[src/hw/i2cPkg.sv]
// Register offsets, config fields, TX word layout and engine states shared by the bridge RTL
package i2cPkg;

	//////////////////////////////////////////////////////////////////////
	// APB register map
	//////////////////////////////////////////////////////////////////////

	// TX word port, write only
	localparam logic [31:0] RegTxData = 32'd0;
	// RX byte port, read only
	localparam logic [31:0] RegRxData = 32'd4;
	localparam logic [31:0] RegConfig = 32'd8;
	localparam logic [31:0] RegTimeout = 32'd12;

	// Width of configuration and timeout registers
	localparam int CfgWidth = 14;

	// SCL half-period divider in PCLK cycles
	localparam int CfgDivLsb = 0;
	localparam int CfgDivMsb = 9;
	// Engine enable
	localparam int CfgEnableBit = 13;

	// One I2C transaction per TX word
	// Sits in PWDATA[15:0] with data in the low byte
	typedef struct packed {
		logic rd;
		logic [6:0] addr;
		logic [7:0] data;
	} i2cTxWord;

	// Master engine sequence
	typedef enum logic [2:0] {
		idle, start, addrBits, addrAck, dataBits, dataAck, stop
	} i2cState;

endpackage

[src/hw/fifoIf.sv]
// Strobe-based FIFO link between a store and its writer and reader, payload type set per instance
`timescale 1ns/1ps

interface fifoIf #(
	parameter type T = logic [7:0]
);

	// Writer side
	logic push;
	T pushData;
	// Reader side
	logic pop;
	T popData;
	// Occupancy flags from the store
	logic empty;
	logic full;

	// Writer also sees empty, the register block builds its TX interrupt from it
	modport writer(output push, output pushData, input full, input empty);
	modport store(input push, input pushData, input pop,
		output popData, output empty, output full);
	modport reader(output pop, input popData, input empty);

endinterface

[src/hw/apbRegs.sv]
// Zero-wait APB slave for the bridge with FIFO strobes, config and timeout regs and sticky error
`timescale 1ns/1ps

module apbRegs import i2cPkg::*; (
	input logic PCLK,
	input logic PRESETn,
	input logic PSELx,
	input logic PWRITE,
	input logic PENABLE,
	input logic [31:0] PADDR,
	input logic [31:0] PWDATA,
	output logic [31:0] PRDATA,
	output logic PREADY,
	output logic PSLVERR,
	output logic intTx,
	output logic intRx,
	output logic [CfgWidth-1:0] cfgReg,
	output logic [CfgWidth-1:0] timeoutReg,
	input logic busy,
	input logic errSet,
	fifoIf.writer txQ,
	fifoIf.reader rxQ
);

	//////////////////////////////////////////////////////////////////////
	// Access phase decode
	//////////////////////////////////////////////////////////////////////

	logic access;
	logic mapped;
	logic wrTx;
	logic rdRx;
	logic wrCfg;
	logic wrTimeout;
	logic stickyErr;

	// Every access phase completes at once
	assign access = PSELx && PENABLE;
	assign PREADY = access;

	assign mapped = (PADDR == RegTxData) || (PADDR == RegRxData)
		|| (PADDR == RegConfig) || (PADDR == RegTimeout);

	assign wrTx = access && PWRITE && (PADDR == RegTxData);
	assign rdRx = access && !PWRITE && (PADDR == RegRxData);
	assign wrCfg = access && PWRITE && (PADDR == RegConfig);
	assign wrTimeout = access && PWRITE && (PADDR == RegTimeout);

	// Error response
	// Full TX on push or empty RX on pop is refused here, the FIFOs never see it
	assign PSLVERR = access && (stickyErr || !mapped
		|| (wrTx && txQ.full) || (rdRx && rxQ.empty));

	//////////////////////////////////////////////////////////////////////
	// FIFO strobes
	//////////////////////////////////////////////////////////////////////

	// Push on the access edge of a clean TX write
	assign txQ.push = wrTx && !PSLVERR;
	assign txQ.pushData = i2cTxWord'(PWDATA[15:0]);

	// Head byte is already on popData, pop on the access edge
	assign rxQ.pop = rdRx && !PSLVERR;

	// Interrupts
	assign intTx = txQ.empty && !busy;
	assign intRx = !rxQ.empty;

	//////////////////////////////////////////////////////////////////////
	// Control registers
	//////////////////////////////////////////////////////////////////////

	always_ff @(posedge PCLK)
	begin
		if (!PRESETn)
		begin
			cfgReg <= '0;
			timeoutReg <= '0;
			stickyErr <= 1'b0;
		end
		else
		begin
			// Registers only change on an error-free transfer
			if (wrCfg && !PSLVERR)
			begin
				cfgReg <= PWDATA[CfgWidth-1:0];
			end
			if (wrTimeout && !PSLVERR)
			begin
				timeoutReg <= PWDATA[CfgWidth-1:0];
			end
			// New engine error wins over a clearing write in the same cycle
			if (errSet)
			begin
				stickyErr <= 1'b1;
			end
			else if (wrCfg)
			begin
				stickyErr <= 1'b0;
			end
		end
	end

	// Read mux
	always_comb
	begin
		case (PADDR)
			RegRxData: PRDATA = {24'd0, rxQ.popData};
			RegConfig: PRDATA = {{(32 - CfgWidth){1'b0}}, cfgReg};
			RegTimeout: PRDATA = {{(32 - CfgWidth){1'b0}}, timeoutReg};
			default: PRDATA = 32'd0;
		endcase
	end

endmodule

[src/hw/apbi2cTop.sv]
// Top of the APB to I2C bridge joining the register block, TX and RX FIFOs and the master engine
`timescale 1ns/1ps

module apbi2cTop import i2cPkg::*; #(
	parameter int FifoDepth = 4
) (
	// APB slave
	input logic PCLK,
	input logic PRESETn,
	input logic PSELx,
	input logic PWRITE,
	input logic PENABLE,
	input logic [31:0] PADDR,
	input logic [31:0] PWDATA,
	output logic [31:0] PRDATA,
	output logic PREADY,
	output logic PSLVERR,
	// Interrupts
	output logic intTx,
	output logic intRx,
	// Open-drain I2C, high enables pull the line low
	output logic sclOe,
	output logic sdaOe,
	input logic sclIn,
	input logic sdaIn
);

	//////////////////////////////////////////////////////////////////////
	// Internal links
	//////////////////////////////////////////////////////////////////////

	logic [CfgWidth-1:0] cfgReg;
	logic [CfgWidth-1:0] timeoutReg;
	logic busy;
	logic errSet;

	// TX words toward the engine, RX bytes back
	fifoIf #(.T(i2cTxWord)) txQ();
	fifoIf #(.T(logic [7:0])) rxQ();

	apbRegs uRegs (
		.PCLK, .PRESETn, .PSELx, .PWRITE, .PENABLE, .PADDR, .PWDATA,
		.PRDATA, .PREADY, .PSLVERR, .intTx, .intRx,
		.cfgReg, .timeoutReg, .busy, .errSet,
		.txQ(txQ.writer),
		.rxQ(rxQ.reader)
	);

	syncFifo #(.T(i2cTxWord), .FifoDepth(FifoDepth)) uTxFifo (
		.PCLK, .PRESETn, .q(txQ.store)
	);

	syncFifo #(.T(logic [7:0]), .FifoDepth(FifoDepth)) uRxFifo (
		.PCLK, .PRESETn, .q(rxQ.store)
	);

	// Engine
	i2cMaster uMaster (
		.PCLK, .PRESETn, .cfgReg, .timeoutReg,
		.txQ(txQ.reader),
		.rxQ(rxQ.writer),
		.sclOe, .sdaOe, .busy, .errSet, .sclIn, .sdaIn
	);

endmodule

[src/hw/i2cMaster.sv]
// Single-byte I2C master engine taking TX words and returning read bytes, with stretch timeout
`timescale 1ns/1ps

module i2cMaster import i2cPkg::*; (
	input logic PCLK,
	input logic PRESETn,
	input logic [CfgWidth-1:0] cfgReg,
	input logic [CfgWidth-1:0] timeoutReg,
	fifoIf.reader txQ,
	fifoIf.writer rxQ,
	output logic sclOe,
	output logic sdaOe,
	output logic busy,
	output logic errSet,
	input logic sclIn,
	input logic sdaIn
);

	localparam int DivWidth = CfgDivMsb - CfgDivLsb + 1;

	i2cState state;
	// Current transaction and shifter
	i2cTxWord word;
	logic [7:0] shiftReg;
	// Half-period countdown
	logic [DivWidth-1:0] divVal;
	logic [DivWidth-1:0] halfCnt;
	// Bits left in a byte, in stop it marks the first high half
	logic [3:0] bitCnt;
	logic [CfgWidth-1:0] stretchCnt;
	// SCL released by us
	logic sclHigh;
	// Read byte waiting for the end of STOP
	logic rdPend;

	logic enable;
	logic halfDone;
	logic firstLow;
	logic stretchOut;
	logic startReq;
	logic sampleEdge;
	logic stopDone;
	logic sdaNext;

	//////////////////////////////////////////////////////////////////////
	// Decode
	//////////////////////////////////////////////////////////////////////

	assign enable = cfgReg[CfgEnableBit];
	// Two cycles minimum so SDA moves strictly inside the SCL low half
	assign divVal = (cfgReg[CfgDivMsb:CfgDivLsb] < 2) ?
		DivWidth'(2) : cfgReg[CfgDivMsb:CfgDivLsb];

	assign halfDone = (halfCnt == '0);
	assign firstLow = !sclHigh && (halfCnt == divVal - 1'b1);
	// Zero timeout means wait forever
	assign stretchOut = sclHigh && !sclIn && (timeoutReg != '0)
		&& (stretchCnt == timeoutReg);

	// Idle bus and a word queued
	assign startReq = (state == idle) && enable && !txQ.empty && sclIn && sdaIn;
	assign txQ.pop = startReq;

	// End of an SCL high half with the line really high
	assign sampleEdge = busy && (state != stop) && sclHigh && sclIn && halfDone;
	assign stopDone = (state == stop) && sclHigh && sclIn && halfDone && (bitCnt == '0);

	// Read data lands as busy falls
	assign rxQ.push = stopDone && rdPend && !rxQ.full;
	assign rxQ.pushData = shiftReg;

	assign busy = (state != idle);

	// SDA pull for the coming low half
	always_comb
	begin
		case (state)
			addrBits: sdaNext = !shiftReg[7];
			dataBits: sdaNext = !word.rd && !shiftReg[7];
			// Low before SCL rises, then released for STOP
			stop: sdaNext = 1'b1;
			// ACK slots and read bits leave SDA to the target
			default: sdaNext = 1'b0;
		endcase
	end

	//////////////////////////////////////////////////////////////////////
	// Bus sequencer
	//////////////////////////////////////////////////////////////////////

	always_ff @(posedge PCLK)
	begin
		if (!PRESETn)
		begin
			state <= idle;
			sclOe <= 1'b0;
			sdaOe <= 1'b0;
			sclHigh <= 1'b1;
			halfCnt <= '0;
			bitCnt <= '0;
			stretchCnt <= '0;
			rdPend <= 1'b0;
			errSet <= 1'b0;
		end
		else
		begin
			errSet <= 1'b0;
			if (state == idle)
			begin
				// START is SDA falling while SCL is high
				if (startReq)
				begin
					state <= start;
					sdaOe <= 1'b1;
					sclHigh <= 1'b1;
					halfCnt <= divVal - 1'b1;
					rdPend <= 1'b0;
				end
			end
			else if (stretchOut)
			begin
				// Stretch too long
				errSet <= 1'b1;
				rdPend <= 1'b0;
				stretchCnt <= '0;
				if (state == stop)
				begin
					state <= idle;
					sclOe <= 1'b0;
					sdaOe <= 1'b0;
					sclHigh <= 1'b1;
				end
				else
				begin
					state <= stop;
					sclOe <= 1'b1;
					sclHigh <= 1'b0;
					bitCnt <= 4'd1;
					halfCnt <= divVal - 1'b1;
				end
			end
			else if (!sclHigh)
			begin
				// SCL low half
				if (firstLow)
				begin
					sdaOe <= sdaNext;
				end
				if (halfDone)
				begin
					sclOe <= 1'b0;
					sclHigh <= 1'b1;
					halfCnt <= divVal - 1'b1;
					stretchCnt <= '0;
				end
				else
				begin
					halfCnt <= halfCnt - 1'b1;
				end
			end
			else if (!sclIn)
			begin
				// Target holds SCL low
				stretchCnt <= stretchCnt + 1'b1;
			end
			else if (!halfDone)
			begin
				halfCnt <= halfCnt - 1'b1;
			end
			else if (state == stop)
			begin
				if (bitCnt != '0)
				begin
					// STOP, then one more half of bus free time
					sdaOe <= 1'b0;
					bitCnt <= '0;
					halfCnt <= divVal - 1'b1;
				end
				else
				begin
					state <= idle;
					rdPend <= 1'b0;
					// RX overflow drops the byte
					if (rdPend && rxQ.full)
					begin
						errSet <= 1'b1;
					end
				end
			end
			else
			begin
				// Sample point, then SCL falls
				sclOe <= 1'b1;
				sclHigh <= 1'b0;
				halfCnt <= divVal - 1'b1;
				case (state)
					start:
					begin
						state <= addrBits;
						bitCnt <= 4'd7;
					end
					addrBits, dataBits:
					begin
						if (bitCnt == '0)
						begin
							state <= (state == addrBits) ? addrAck : dataAck;
						end
						else
						begin
							bitCnt <= bitCnt - 1'b1;
						end
					end
					addrAck:
					begin
						if (sdaIn)
						begin
							// Address NACK
							errSet <= 1'b1;
							state <= stop;
							bitCnt <= 4'd1;
						end
						else
						begin
							state <= dataBits;
							bitCnt <= 4'd7;
						end
					end
					default:
					begin
						// Data ACK slot, our NACK on reads
						if (!word.rd && sdaIn)
						begin
							errSet <= 1'b1;
						end
						rdPend <= word.rd;
						state <= stop;
						bitCnt <= 4'd1;
					end
				endcase
			end
		end
	end

	// Payload shifter, same shift for write bits and read bits
	always_ff @(posedge PCLK)
	begin
		if (startReq)
		begin
			word <= txQ.popData;
			shiftReg <= {txQ.popData.addr, txQ.popData.rd};
		end
		else if (sampleEdge)
		begin
			if (state == addrAck)
			begin
				shiftReg <= word.data;
			end
			else if (state == addrBits || state == dataBits)
			begin
				shiftReg <= {shiftReg[6:0], sdaIn};
			end
		end
	end

endmodule

[src/hw/syncFifo.sv]
// Show-ahead single-clock FIFO used for both the TX word queue and the RX byte queue
`timescale 1ns/1ps

module syncFifo #(
	parameter type T = logic [7:0],
	// Power of two, at least 2
	parameter int FifoDepth = 4
) (
	input logic PCLK,
	input logic PRESETn,
	fifoIf.store q
);

	localparam int PtrWidth = $clog2(FifoDepth);

	//////////////////////////////////////////////////////////////////////
	// Storage and pointers
	//////////////////////////////////////////////////////////////////////

	T mem [FifoDepth];

	logic [PtrWidth-1:0] wrPtr;
	logic [PtrWidth-1:0] rdPtr;
	// One bit wider than the pointers to tell full from empty
	logic [PtrWidth:0] count;

	// Pointer and count update
	always_ff @(posedge PCLK)
	begin
		if (!PRESETn)
		begin
			wrPtr <= '0;
			rdPtr <= '0;
			count <= '0;
		end
		else
		begin
			// Pointers wrap on their own at a power-of-two depth
			if (q.push)
			begin
				wrPtr <= wrPtr + 1'b1;
			end
			if (q.pop)
			begin
				rdPtr <= rdPtr + 1'b1;
			end
			case ({q.push, q.pop})
				2'b10: count <= count + 1'b1;
				2'b01: count <= count - 1'b1;
				default: count <= count;
			endcase
		end
	end

	// Payload write
	always_ff @(posedge PCLK)
	begin
		if (q.push)
		begin
			mem[wrPtr] <= q.pushData;
		end
	end

	// Head is always presented
	assign q.popData = mem[rdPtr];

	// Flags straight from the count
	assign q.empty = (count == '0);
	assign q.full = (count == (PtrWidth + 1)'(FifoDepth));

endmodule

[config.mk]
export PLATFORM = sky130hd
export DESIGN_NAME = apbi2cTop
export DESIGN_NICKNAME = d
export VERILOG_FILES = /design/src/hw/i2cPkg.sv /design/src/hw/fifoIf.sv /design/src/hw/apbRegs.sv /design/src/hw/apbi2cTop.sv /design/src/hw/i2cMaster.sv /design/src/hw/syncFifo.sv
export SDC_FILE = /design/constraint.sdc
export NUM_CORES = 1
export LEC_CHECK = 0
export BUFFER_PORTS_ARGS = -buffer_cell sky130_fd_sc_hd__buf_2
export CAP_MARGIN = 10
export CORE_ASPECT_RATIO = 2
export CORE_MARGIN = 2
export CORE_UTILIZATION = 30
export CTS_CLUSTER_DIAMETER = 50
export DETAILED_ROUTE_END_ITERATION = 16
export PLACE_DENSITY = 0.51
export SYNTH_ARGS = -nofsm -noshare
export SYNTH_HDL_FRONTEND = slang
export SYNTH_HIERARCHICAL = 1
export SYNTH_SLANG_ARGS = --single-unit
[constraint.sdc]
create_clock -name PCLK -period 3.8 [get_ports PCLK]
set_input_delay 0.57 -clock PCLK [delete_from_list [all_inputs] [get_ports PCLK]]
set_output_delay 0.57 -clock PCLK [all_outputs]
set_load 0.01 [all_outputs]
==> results.md, run 1 <==
Floorplan:
- The region available for standard cell placement spans 32810 µm².
- The starting density of the core is 0.3042.
- The die boundary height is 262.0 µm.
- For this design the top-level I/O count stands at 109.
- The die covers 34840 µm².
- The die is 133.0 µm wide.
- In this run the core area contains 94 standard-cell rows.

Drt:
- The number of search-and-repair iterations in the first detailed-routing pass is 5.
- Once detail routing completed, the nets flagged for antenna violations numbered 0.
- Dividing the detail-routed via count by the number of cells gives 4.999.
- Detailed routing inserted a total of 6998 vias.
- The routed wirelength normalized by instance count is 19.75 µm.
- For this run, design rule violations remaining after detail routing come to 0.
- Summed over all layers, the routed wires come to 27.65 mm.
- The number of DRC markers in iteration 0 is 305.

Setup path:
- The startpoint type of the worst setup path is a flip-flop.
- The worst endpoint data arrival time is 3.58 ns.
- The endpoint class of the critical path is a flip-flop.
- The top fanout value on the critical path is 7.
- The type of the worst setup path is flip-flop to flip-flop.
- The number of cells on the worst reg-to-reg path is 13.
- For the worst setup path, the data required time is 4.18 ns.

Power:
- The portion of total power attributed to the clock network is 0.343.
- Of the total power, the share spent switching nets is 0.3046.
- The power per standard cell area is 462.1 nW/µm².
- The combinational fraction of design power is 0.204.
- In this run the static leakage power is 3.977 nW.
- The worst voltage drop across the vdd grid is 0.3418 mV.
- The cell-internal power is 0.003622 W.
- The share of total power dissipated in sequential elements is 0.454.
- For this design the total switching power over the nets is 0.001587 W.

CTS:
- TritonCTS built the clock tree.
- The H-tree depth is 4.
- Clock tree synthesis selected as its root buffer the cell sky130_fd_sc_hd__clkbuf_16.
- The post-cts gate resize count is 0.
- For this design, the CTS-stage hold fixing added 0 buffers.
- The tree built by TritonCTS fans out to 196 sinks.
- The longest clock path from root to sink contains 2 buffers.
- After clock tree synthesis, the clock-pin slew on the worst setup and hold paths is 0.07 ns.
- The clock buffer count from CTS is 17.
- The number of buffers inserted to repair setup after CTS is 0.
- The insertion delay to the later sink of the worst-skew pair is 0.45 ns.

Yosys:
- The count of yosys warnings during synthesis is 6.
- The cell area that synthesis handed to floorplanning was 9982 µm².
- The predominant post-synthesis flop cell is sky130_fd_sc_hd__edfxtp_1.
- The number of synthesized register bits is 196.
- The average footprint of a synthesized cell is 11.20 µm².
- The cell count after synthesis came out at 891.
- The synthesized design contains 113 enable-type register cells.
- The sequential cell area fraction in the yosys report is 0.5064.
- In the synthesized netlist the async set-or-reset flop fraction comes to 0.
- Counting distinct cell types in the post-synthesis netlist gives 83.

Finish:
- For this run, the post-layout net count is 1043.
- Of the cells placed in the final design, the portion with a size suffix greater than 1 is 0.1880.
- The area added between synthesis and finish is 12.91%.
- 0 antenna diodes ended up in the layout.
- The filler cell count is 3284.
- The post-layout utilization of the core is 0.3435.

GRT:
- The via count of the first global-routing pass is 7280.
- The overall overflow remaining after global route is 0.
- The global-route usage over all layers is 0.1632.
- Entering global routing, the biggest net connects 64 pins.
- The wire length of the first global-routing pass is 42.25 mm.
- The number of antenna violations at the first check in global routing is 0.

STA:
- The share of the clock period used by the worst path after layout is 0.8426.
- The total count of max-transition violations in the final report is 0.
- Setup repair after global routing left no endpoint under its margin.
- The measured slew at the worst slew-check pin is 0.8154 ns.
- Static timing analysis puts the maximum clock frequency at 0.3123 GHz.
- The final hold violation count is 0.
- In the final timing run, aggregate negative setup slack is 0 ns.
- After layout, the minimum clock period comes to 3.202 ns.
- Measured against its own limit, the worst slew margin works out to 0.4556.
- The worst hold margin is 0.3410 ns.
- The count of final setup violators is 0.
- The clock arrives with 0.009435 ns of skew.

Placed design:
- The number of buffers inserted by port buffering is 74.
- The detailed-placement wirelength estimate is 21.31 mm.
- Routability-driven placement finished with a final weighted congestion of 0.8807.

Status:
- The flow ran to the end, and the final reports show no timing, DRC or antenna violations.

Flow run:
- The tool flagged a number of max-cap violations equal to 0.

Hold path:
- Counting instances, the worst hold path has a depth of 1.
- The min-delay analysis places its worst path in the category input pin to flip-flop.
area by class of cell:
| type | instances | area (µm²) | area share |
|---|---|---|---|
| tap | 432 | 540.5 | 0.04796 |
| clock buffer | 18 | 429.2 | 0.03808 |
| multi-input combinational | 609 | 4404 | 0.3908 |
| inverter | 29 | 108.9 | 0.009658 |
| clock inverter | 13 | 132.6 | 0.01177 |
| sequential | 196 | 5055 | 0.4485 |
| timing repair buffer | 103 | 600.6 | 0.05329 |
cell usage after synthesis (all sizes together), types with 3 or more instances:
cell       n  area (µm²)
edfxtp   113        3393
nand2     85       321.6
dfxtp     83        1662
nor2      68       257.8
buf       52       394.1
mux2i     51       510.5
a21oi     43       222.7
o21ai     33       165.2
inv       29       108.9
xnor2     28       245.2
nor3      25       135.1
and2      24       150.1
mux4      24       563.0
nand3     24       120.1
clkbuf    22       83.83
nor4      16       155.2
xor2      15       131.4
ha        14       175.2
nand4     14       100.1
a22oi     10       75.07
mux2       9       101.4
nand2b     9       56.30
and3       8       50.05
nor2b      7       43.79
a2111oi    6       108.9
a211oi     6       45.04
a31oi      6       37.54
or3        5       31.28
nand3b     4       30.03
nor3b      4       30.03
o21a       4       30.03
o22ai      4       25.02
o211ai     3       22.52
or2        3       18.77
path summary, 6_finish.rpt:
path                       from                 end  slack (ns)
max          uMaster/halfCnt[0]    uRxFifo/count[2]        0.60
max reg2reg  uMaster/halfCnt[0]    uRxFifo/count[2]        0.60
min                  PWDATA[15]  uTxFifo/mem[0][15]        0.34
min reg2reg    uRegs/cfgReg[10]    uRegs/cfgReg[10]        0.46
power by group through the flow:
stage | Sequential (W) | Clock [W] | Combinational (W)
finish | 0.00236 | 0.00179 | 0.00106
global route | 0.00237 | 0.00190 | 0.00116
CTS | 0.00236 | 0.00183 | 0.00105
detailed placement | 0.00241 | 0 | 0.00105
global placement | 0.00241 | 0 | 0.00104
floorplan | 0.00239 | 0 | 0.000732
placed cells by master, fill, tap and decap left out, drive strengths merged, types with 6 or more instances in the layout:
cell type,instances
a2111oi,6
a211oi,6
a21oi,43
a22oi,10
a31oi,6
and2,24
and3,8
buf,103
clkbuf,18
clkinv,6
conb,18
dfxtp,83
edfxtp,113
ha,14
inv,32
mux2,9
mux2i,51
mux4,24
nand2,85
nand2b,9
nand3,24
nand4,14
nor2,68
nor2b,7
nor3,25
nor4,16
o21ai,33
xnor2,28
xor2,15
cells by family after synthesis:
logic type	Yosys count	share of synthesized area
compound gates	141	0.09627
xor+xnor	43	0.03773
fa+ha+maj	16	0.02156
buf+inv	103	0.05879
flops	196	0.5064
mux	84	0.1177
other cells	1	0.0003757
simple gates	307	0.1612
registers in the layout (all words and copies together), names as in the netlist, 4 cells and up, named ones only:
register / count
uTxFifo/mem: 64
uMaster/halfCnt: 10
uMaster/word: 9
uMaster/bitCnt: 4
uMaster/stretchCnt: 14
uRegs/cfgReg: 14
uRxFifo/mem: 32
uRegs/timeoutReg: 14
uMaster/rxQ.pushData: 8
worst max-delay path, stage by stage (launching register included):
cell and delay (ns):
sky130_fd_sc_hd__dfxtp_1 0.37, sky130_fd_sc_hd__inv_1 0.13, sky130_fd_sc_hd__ha_1 0.26, sky130_fd_sc_hd__nor4b_2 0.37
sky130_fd_sc_hd__and3_1 0.25, sky130_fd_sc_hd__nand3_1 0.17, sky130_fd_sc_hd__nor3_1 0.46, sky130_fd_sc_hd__inv_1 0.11
sky130_fd_sc_hd__ha_1 0.24, sky130_fd_sc_hd__inv_1 0.08, sky130_fd_sc_hd__fa_1 0.18, sky130_fd_sc_hd__xor2_1 0.07
sky130_fd_sc_hd__or3_1 0.30, sky130_fd_sc_hd__a21boi_1 0.14
layer usage:
layer | routed length [µm] | track usage | share of wire | vias up
li1 | - | - | - | 3361
met1 | 9601 | 0.1530 | 0.35 | 3444
met2 | 16170 | 0.3316 | 0.58 | 142
met3 | 618 | 0.02276 | 0.022 | 51
met4 | 1260 | 0.09140 | 0.046 | 0
met5 | 0 | 0 | 0 | -
through the flow:
step	setup slack (ns)	power (W)	instances	area, µm²
after CTS	0.5442	0.005246	1400	11270
after detailed placement	0.5728	0.003458	1369	10710
after global routing	0.3317	0.005433	1400	11270
after global placement	0.5831	0.003454	1369	10710
final	0.5982	0.005209	1400	11270
after floorplan	0.6960	0.003119	908	10050
Note: power is estimated with default switching activity, not from simulation.
==> run 2, diff against run 1 <==
==> constraint.sdc (replaced) <==
create_clock -name PCLK -period 3.4 [get_ports PCLK]
set_input_delay 0.51 -clock PCLK [delete_from_list [all_inputs] [get_ports PCLK]]
set_output_delay 0.51 -clock PCLK [all_outputs]
set_load 0.01 [all_outputs]
==> results.md, run 2 (synthesized netlist as in run 1, its figures left out) <==
Status:
- The run finished with clean final reports.

CTS:
- The clock net sink count is 196 (unchanged).
- The clock transition at the registers of the reported paths came to 0.07 ns (about the same).
- The maximum number of buffers from clock root to sink is 2 (unchanged).
- The tree is rooted in a sky130_fd_sc_hd__clkbuf_16.
- The clock tree from TritonCTS is built.
- The insertion delay to the later sink of the worst-skew pair was 0.46 ns (about the same).
- The clock buffer count from CTS is 17 (unchanged).
- The H-tree depth came to 4 (unchanged).

Setup path:
- The cell with the biggest individual delay on the critical path is sky130_fd_sc_hd__dfxtp_1.
- The top fanout value on the critical path is 8 (+1).
- The worst endpoint data arrival time is 2.59 ns (-0.99 ns).
- The worst setup path endpoint is PRDATA[7].
- The endpoint class of the critical path is a primary output.
- In this run the critical register-to-register path is captured at uMaster/sdaOe.
- The critical register-to-register path startpoint is uRegs/cfgReg[5].
- The number of cells on the worst reg-to-reg path is 11 (-2).
- Traced cell by cell, the critical path runs through mux4_2, mux2_2, a22oi_1, nor2_1, buf_2.
- The type of the worst setup path is flip-flop to primary output.
- The worst stage delay on the critical path is 0.68 ns (+0.22 ns).
- The worst setup path is launched from a flip-flop.
- The critical path data required time is 2.89 ns (-1.29 ns).
- The worst reg-to-reg setup slack came to 0.31 ns (-0.29 ns).

Drt:
- The number of design rule violations left after detail routing came to 0 (unchanged).
- The number of DRC markers in iteration 0 is 424 (+39%).
- The overall routed net length came to 27.61 mm (-0.13%).
- The via count normalized by instance count is 5.002 (about the same).
- The routed wirelength normalized by instance count is 19.46 µm (-1.5%).
- The number of search-and-repair iterations in the first detailed-routing pass was 5 (unchanged).
- The count of antenna-violating nets left after detailed routing came to 0 (unchanged).
- The via count was 7098 (+1.4%).

Finish:
- The footprint of the multi-input gates came to 4409 µm² (+0.11%).
- The number of flip-flops in the largest register is 64 (unchanged).
- The largest registers in the layout are uTxFifo/mem (64), uRxFifo/mem (32).
- In the layout the commonest cells are 113 x sky130_fd_sc_hd__edfxtp_1, 84 x sky130_fd_sc_hd__nand2_1, 83 x sky130_fd_sc_hd__dfxtp_1.
- The area added between synthesis and finish is 14.30%.
- The top register by number of flip-flops is uTxFifo/mem.
- The final-stage net count came to 1060 (+1.6%).
- The most common library cell in the layout ignoring fill and taps is sky130_fd_sc_hd__edfxtp_1.
- The register cell area after layout came to 5055 µm² (unchanged).
- The filler cell count is 3299 (+0.46%).
- The ratio of cells with drive above 1 in the final layout is 0.2079 (+0.01989).

Floorplan:
- The die boundary height came to 262.0 µm (unchanged).
- The area of the core is 32810 µm² (unchanged).
- The die extent in x came to 133.0 µm (unchanged).
- The total I/O pin count is 109 (unchanged).
- The starting density of the core came to 0.3042 (unchanged).
- The number of placement rows came to 94 (unchanged).
- The area of the die is 34840 µm² (unchanged).

Power:
- The leakage power was 4.060 nW (+2.1%).
- The worst voltage drop across the vdd grid came to 0.3813 mV (+12%).
- The fraction of power spent switching nets is 0.3204 (+0.01583).
- The portion of total power attributed to the clock network is 0.338 (-0.005).
- The sequential share of power is 0.449 (-0.005).
- The net switching power is 0.001873 W (+18%).
- The combinational fraction of design power is 0.213 (+0.009).
- The cell-internal power is 0.003973 W (+9.7%).
- The power per standard cell area is 512.3 nW/µm² (+11%).
- The total chip power is 0.005846 W (+12%).

STA:
- Setup repair after global routing left no endpoint under its margin.
- Static timing analysis puts the maximum clock frequency at 0.3224 GHz.
- Subtracting the final worst setup slack from the clock period gives 3.101 ns.
- The least setup slack across all paths after layout is 0.2985 ns (-0.2997 ns).
- The total negative setup slack is 0 ns (unchanged).
- The headroom to the max-slew limit is 0.4889 (+0.03330).
- The worst setup skew after layout is 0.01103 ns (+0.001593 ns).
- Of the available clock period, the critical path in the final layout requires 0.9122.
- The measured slew at the worst slew-check pin is 0.7655 ns (-0.04989 ns).
- The final hold violation count was 0 (unchanged).
- The total count of max-transition violations in the final report is 0 (unchanged).
- The count of final setup violators was 0 (unchanged).

Hold path:
- The class of the most critical hold timing path is input pin to flip-flop.

Placed design:
- The detailed-placement wirelength estimate is 21.71 mm (+1.9%).
- The number of buffers inserted by port buffering is 74 (unchanged).
- The final estimated routing congestion in global placement was 0.8365 (-5.0%).
- The worst setup timing slack at the placement stage is 0.1984 ns (-0.3744 ns).

GRT:
- The wire length of the first global-routing pass came to 42.12 mm (-0.31%).
- The overall overflow remaining after global route is 0 (unchanged).
- The number of antenna violations at the first check in global routing came to 1 (+1).
- The global-route usage over all layers was 0.1637 (+0.0004497).
- The maximum number of pins on one net before global-route repair is 36 (-44%).
- The via count of the first global-routing pass was 7172 (-1.5%).

Flow run:
- The count of max-cap constraint violations came to 0 (unchanged).
run 2: worst min-delay path by stage:
stage | from | to | slack (ns) | depth (start not counted)
after floorplan | uRegs/cfgReg[10] | uRegs/cfgReg[10] | 0.43 | 2
after global placement | uRegs/cfgReg[10] | uRegs/cfgReg[10] | 0.44 | 2
after detailed placement | uRegs/cfgReg[11] | uRegs/cfgReg[11] | 0.45 | 2
after CTS | PWDATA[15] | uTxFifo/mem[1][15] | 0.25 | 1
after global routing | PWDATA[15] | uTxFifo/mem[0][15] | 0.26 | 1
final | PWDATA[14] | uTxFifo/mem[2][14] | 0.27 | 1
run 2: final cells by class:
| cell class | count | area share |
|---|---|---|
| Sequential cell | 196 | 0.4430 |
| Antenna cell | 1 | 0.0002193 |
| Timing Repair Buffer | 120 | 0.06382 |
| Multi-Input combinational cell | 609 | 0.3864 |
| Inverter | 29 | 0.009540 |
| Tap cell | 432 | 0.04737 |
| Clock inverter | 15 | 0.01228 |
| Clock buffer | 17 | 0.03728 |
run 2: power by group through the flow:
stage / Combinational (W) / Sequential [W] / Clock [W]
3_3_place_gp: 0.00123 / 0.00268 / 0
5_1_grt: 0.00137 / 0.00264 / 0.00211
3_5_place_dp: 0.00123 / 0.00268 / 0
2_1_floorplan: 0.000818 / 0.00267 / 0
6_report: 0.00124 / 0.00263 / 0.00198
4_1_cts: 0.00124 / 0.00263 / 0.00204
run 2: repair_timing:
| action | CTS | global route |
|---|---|---|
| hold buffers | 0 | 0 |
| setup endpoints to repair | 0 | 1 |
| buffers inserted | 0 | 0 |
| resized for setup | 0 | 1 |
run 2: critical path, delay by kind of cell, from the launching register on:
family	cells	cell delay, ns
mux	2	0.96
flops	1	0.68
compound gates	1	0.24
buf+inv	1	0.15
simple gates	1	0.09
run 2: metal layers:
layer,share of wire,wire [µm],vias to the layer above,global-route usage
li1,-,-,3402,-
met1,0.34,9292,3468,0.1513
met2,0.57,15790,162,0.3220
met3,0.025,697,66,0.02431
met4,0.066,1831,0,0.1162
met5,0,0,-,0
run 2: through the flow:
| step | utilization | hold slack, ns | instances | cell area [µm²] |
|---|---|---|---|---|
| after floorplan | - | 0.4341 | 908 | 10050 |
| after global placement | 0.3302 | 0.4448 | 1386 | 10840 |
| after detailed placement | 0.3302 | 0.4501 | 1386 | 10840 |
| after CTS | 0.3475 | 0.2519 | 1418 | 11400 |
| after global routing | 0.3477 | 0.2628 | 1419 | 11410 |
| final | 0.3477 | 0.2742 | 1419 | 11410 |
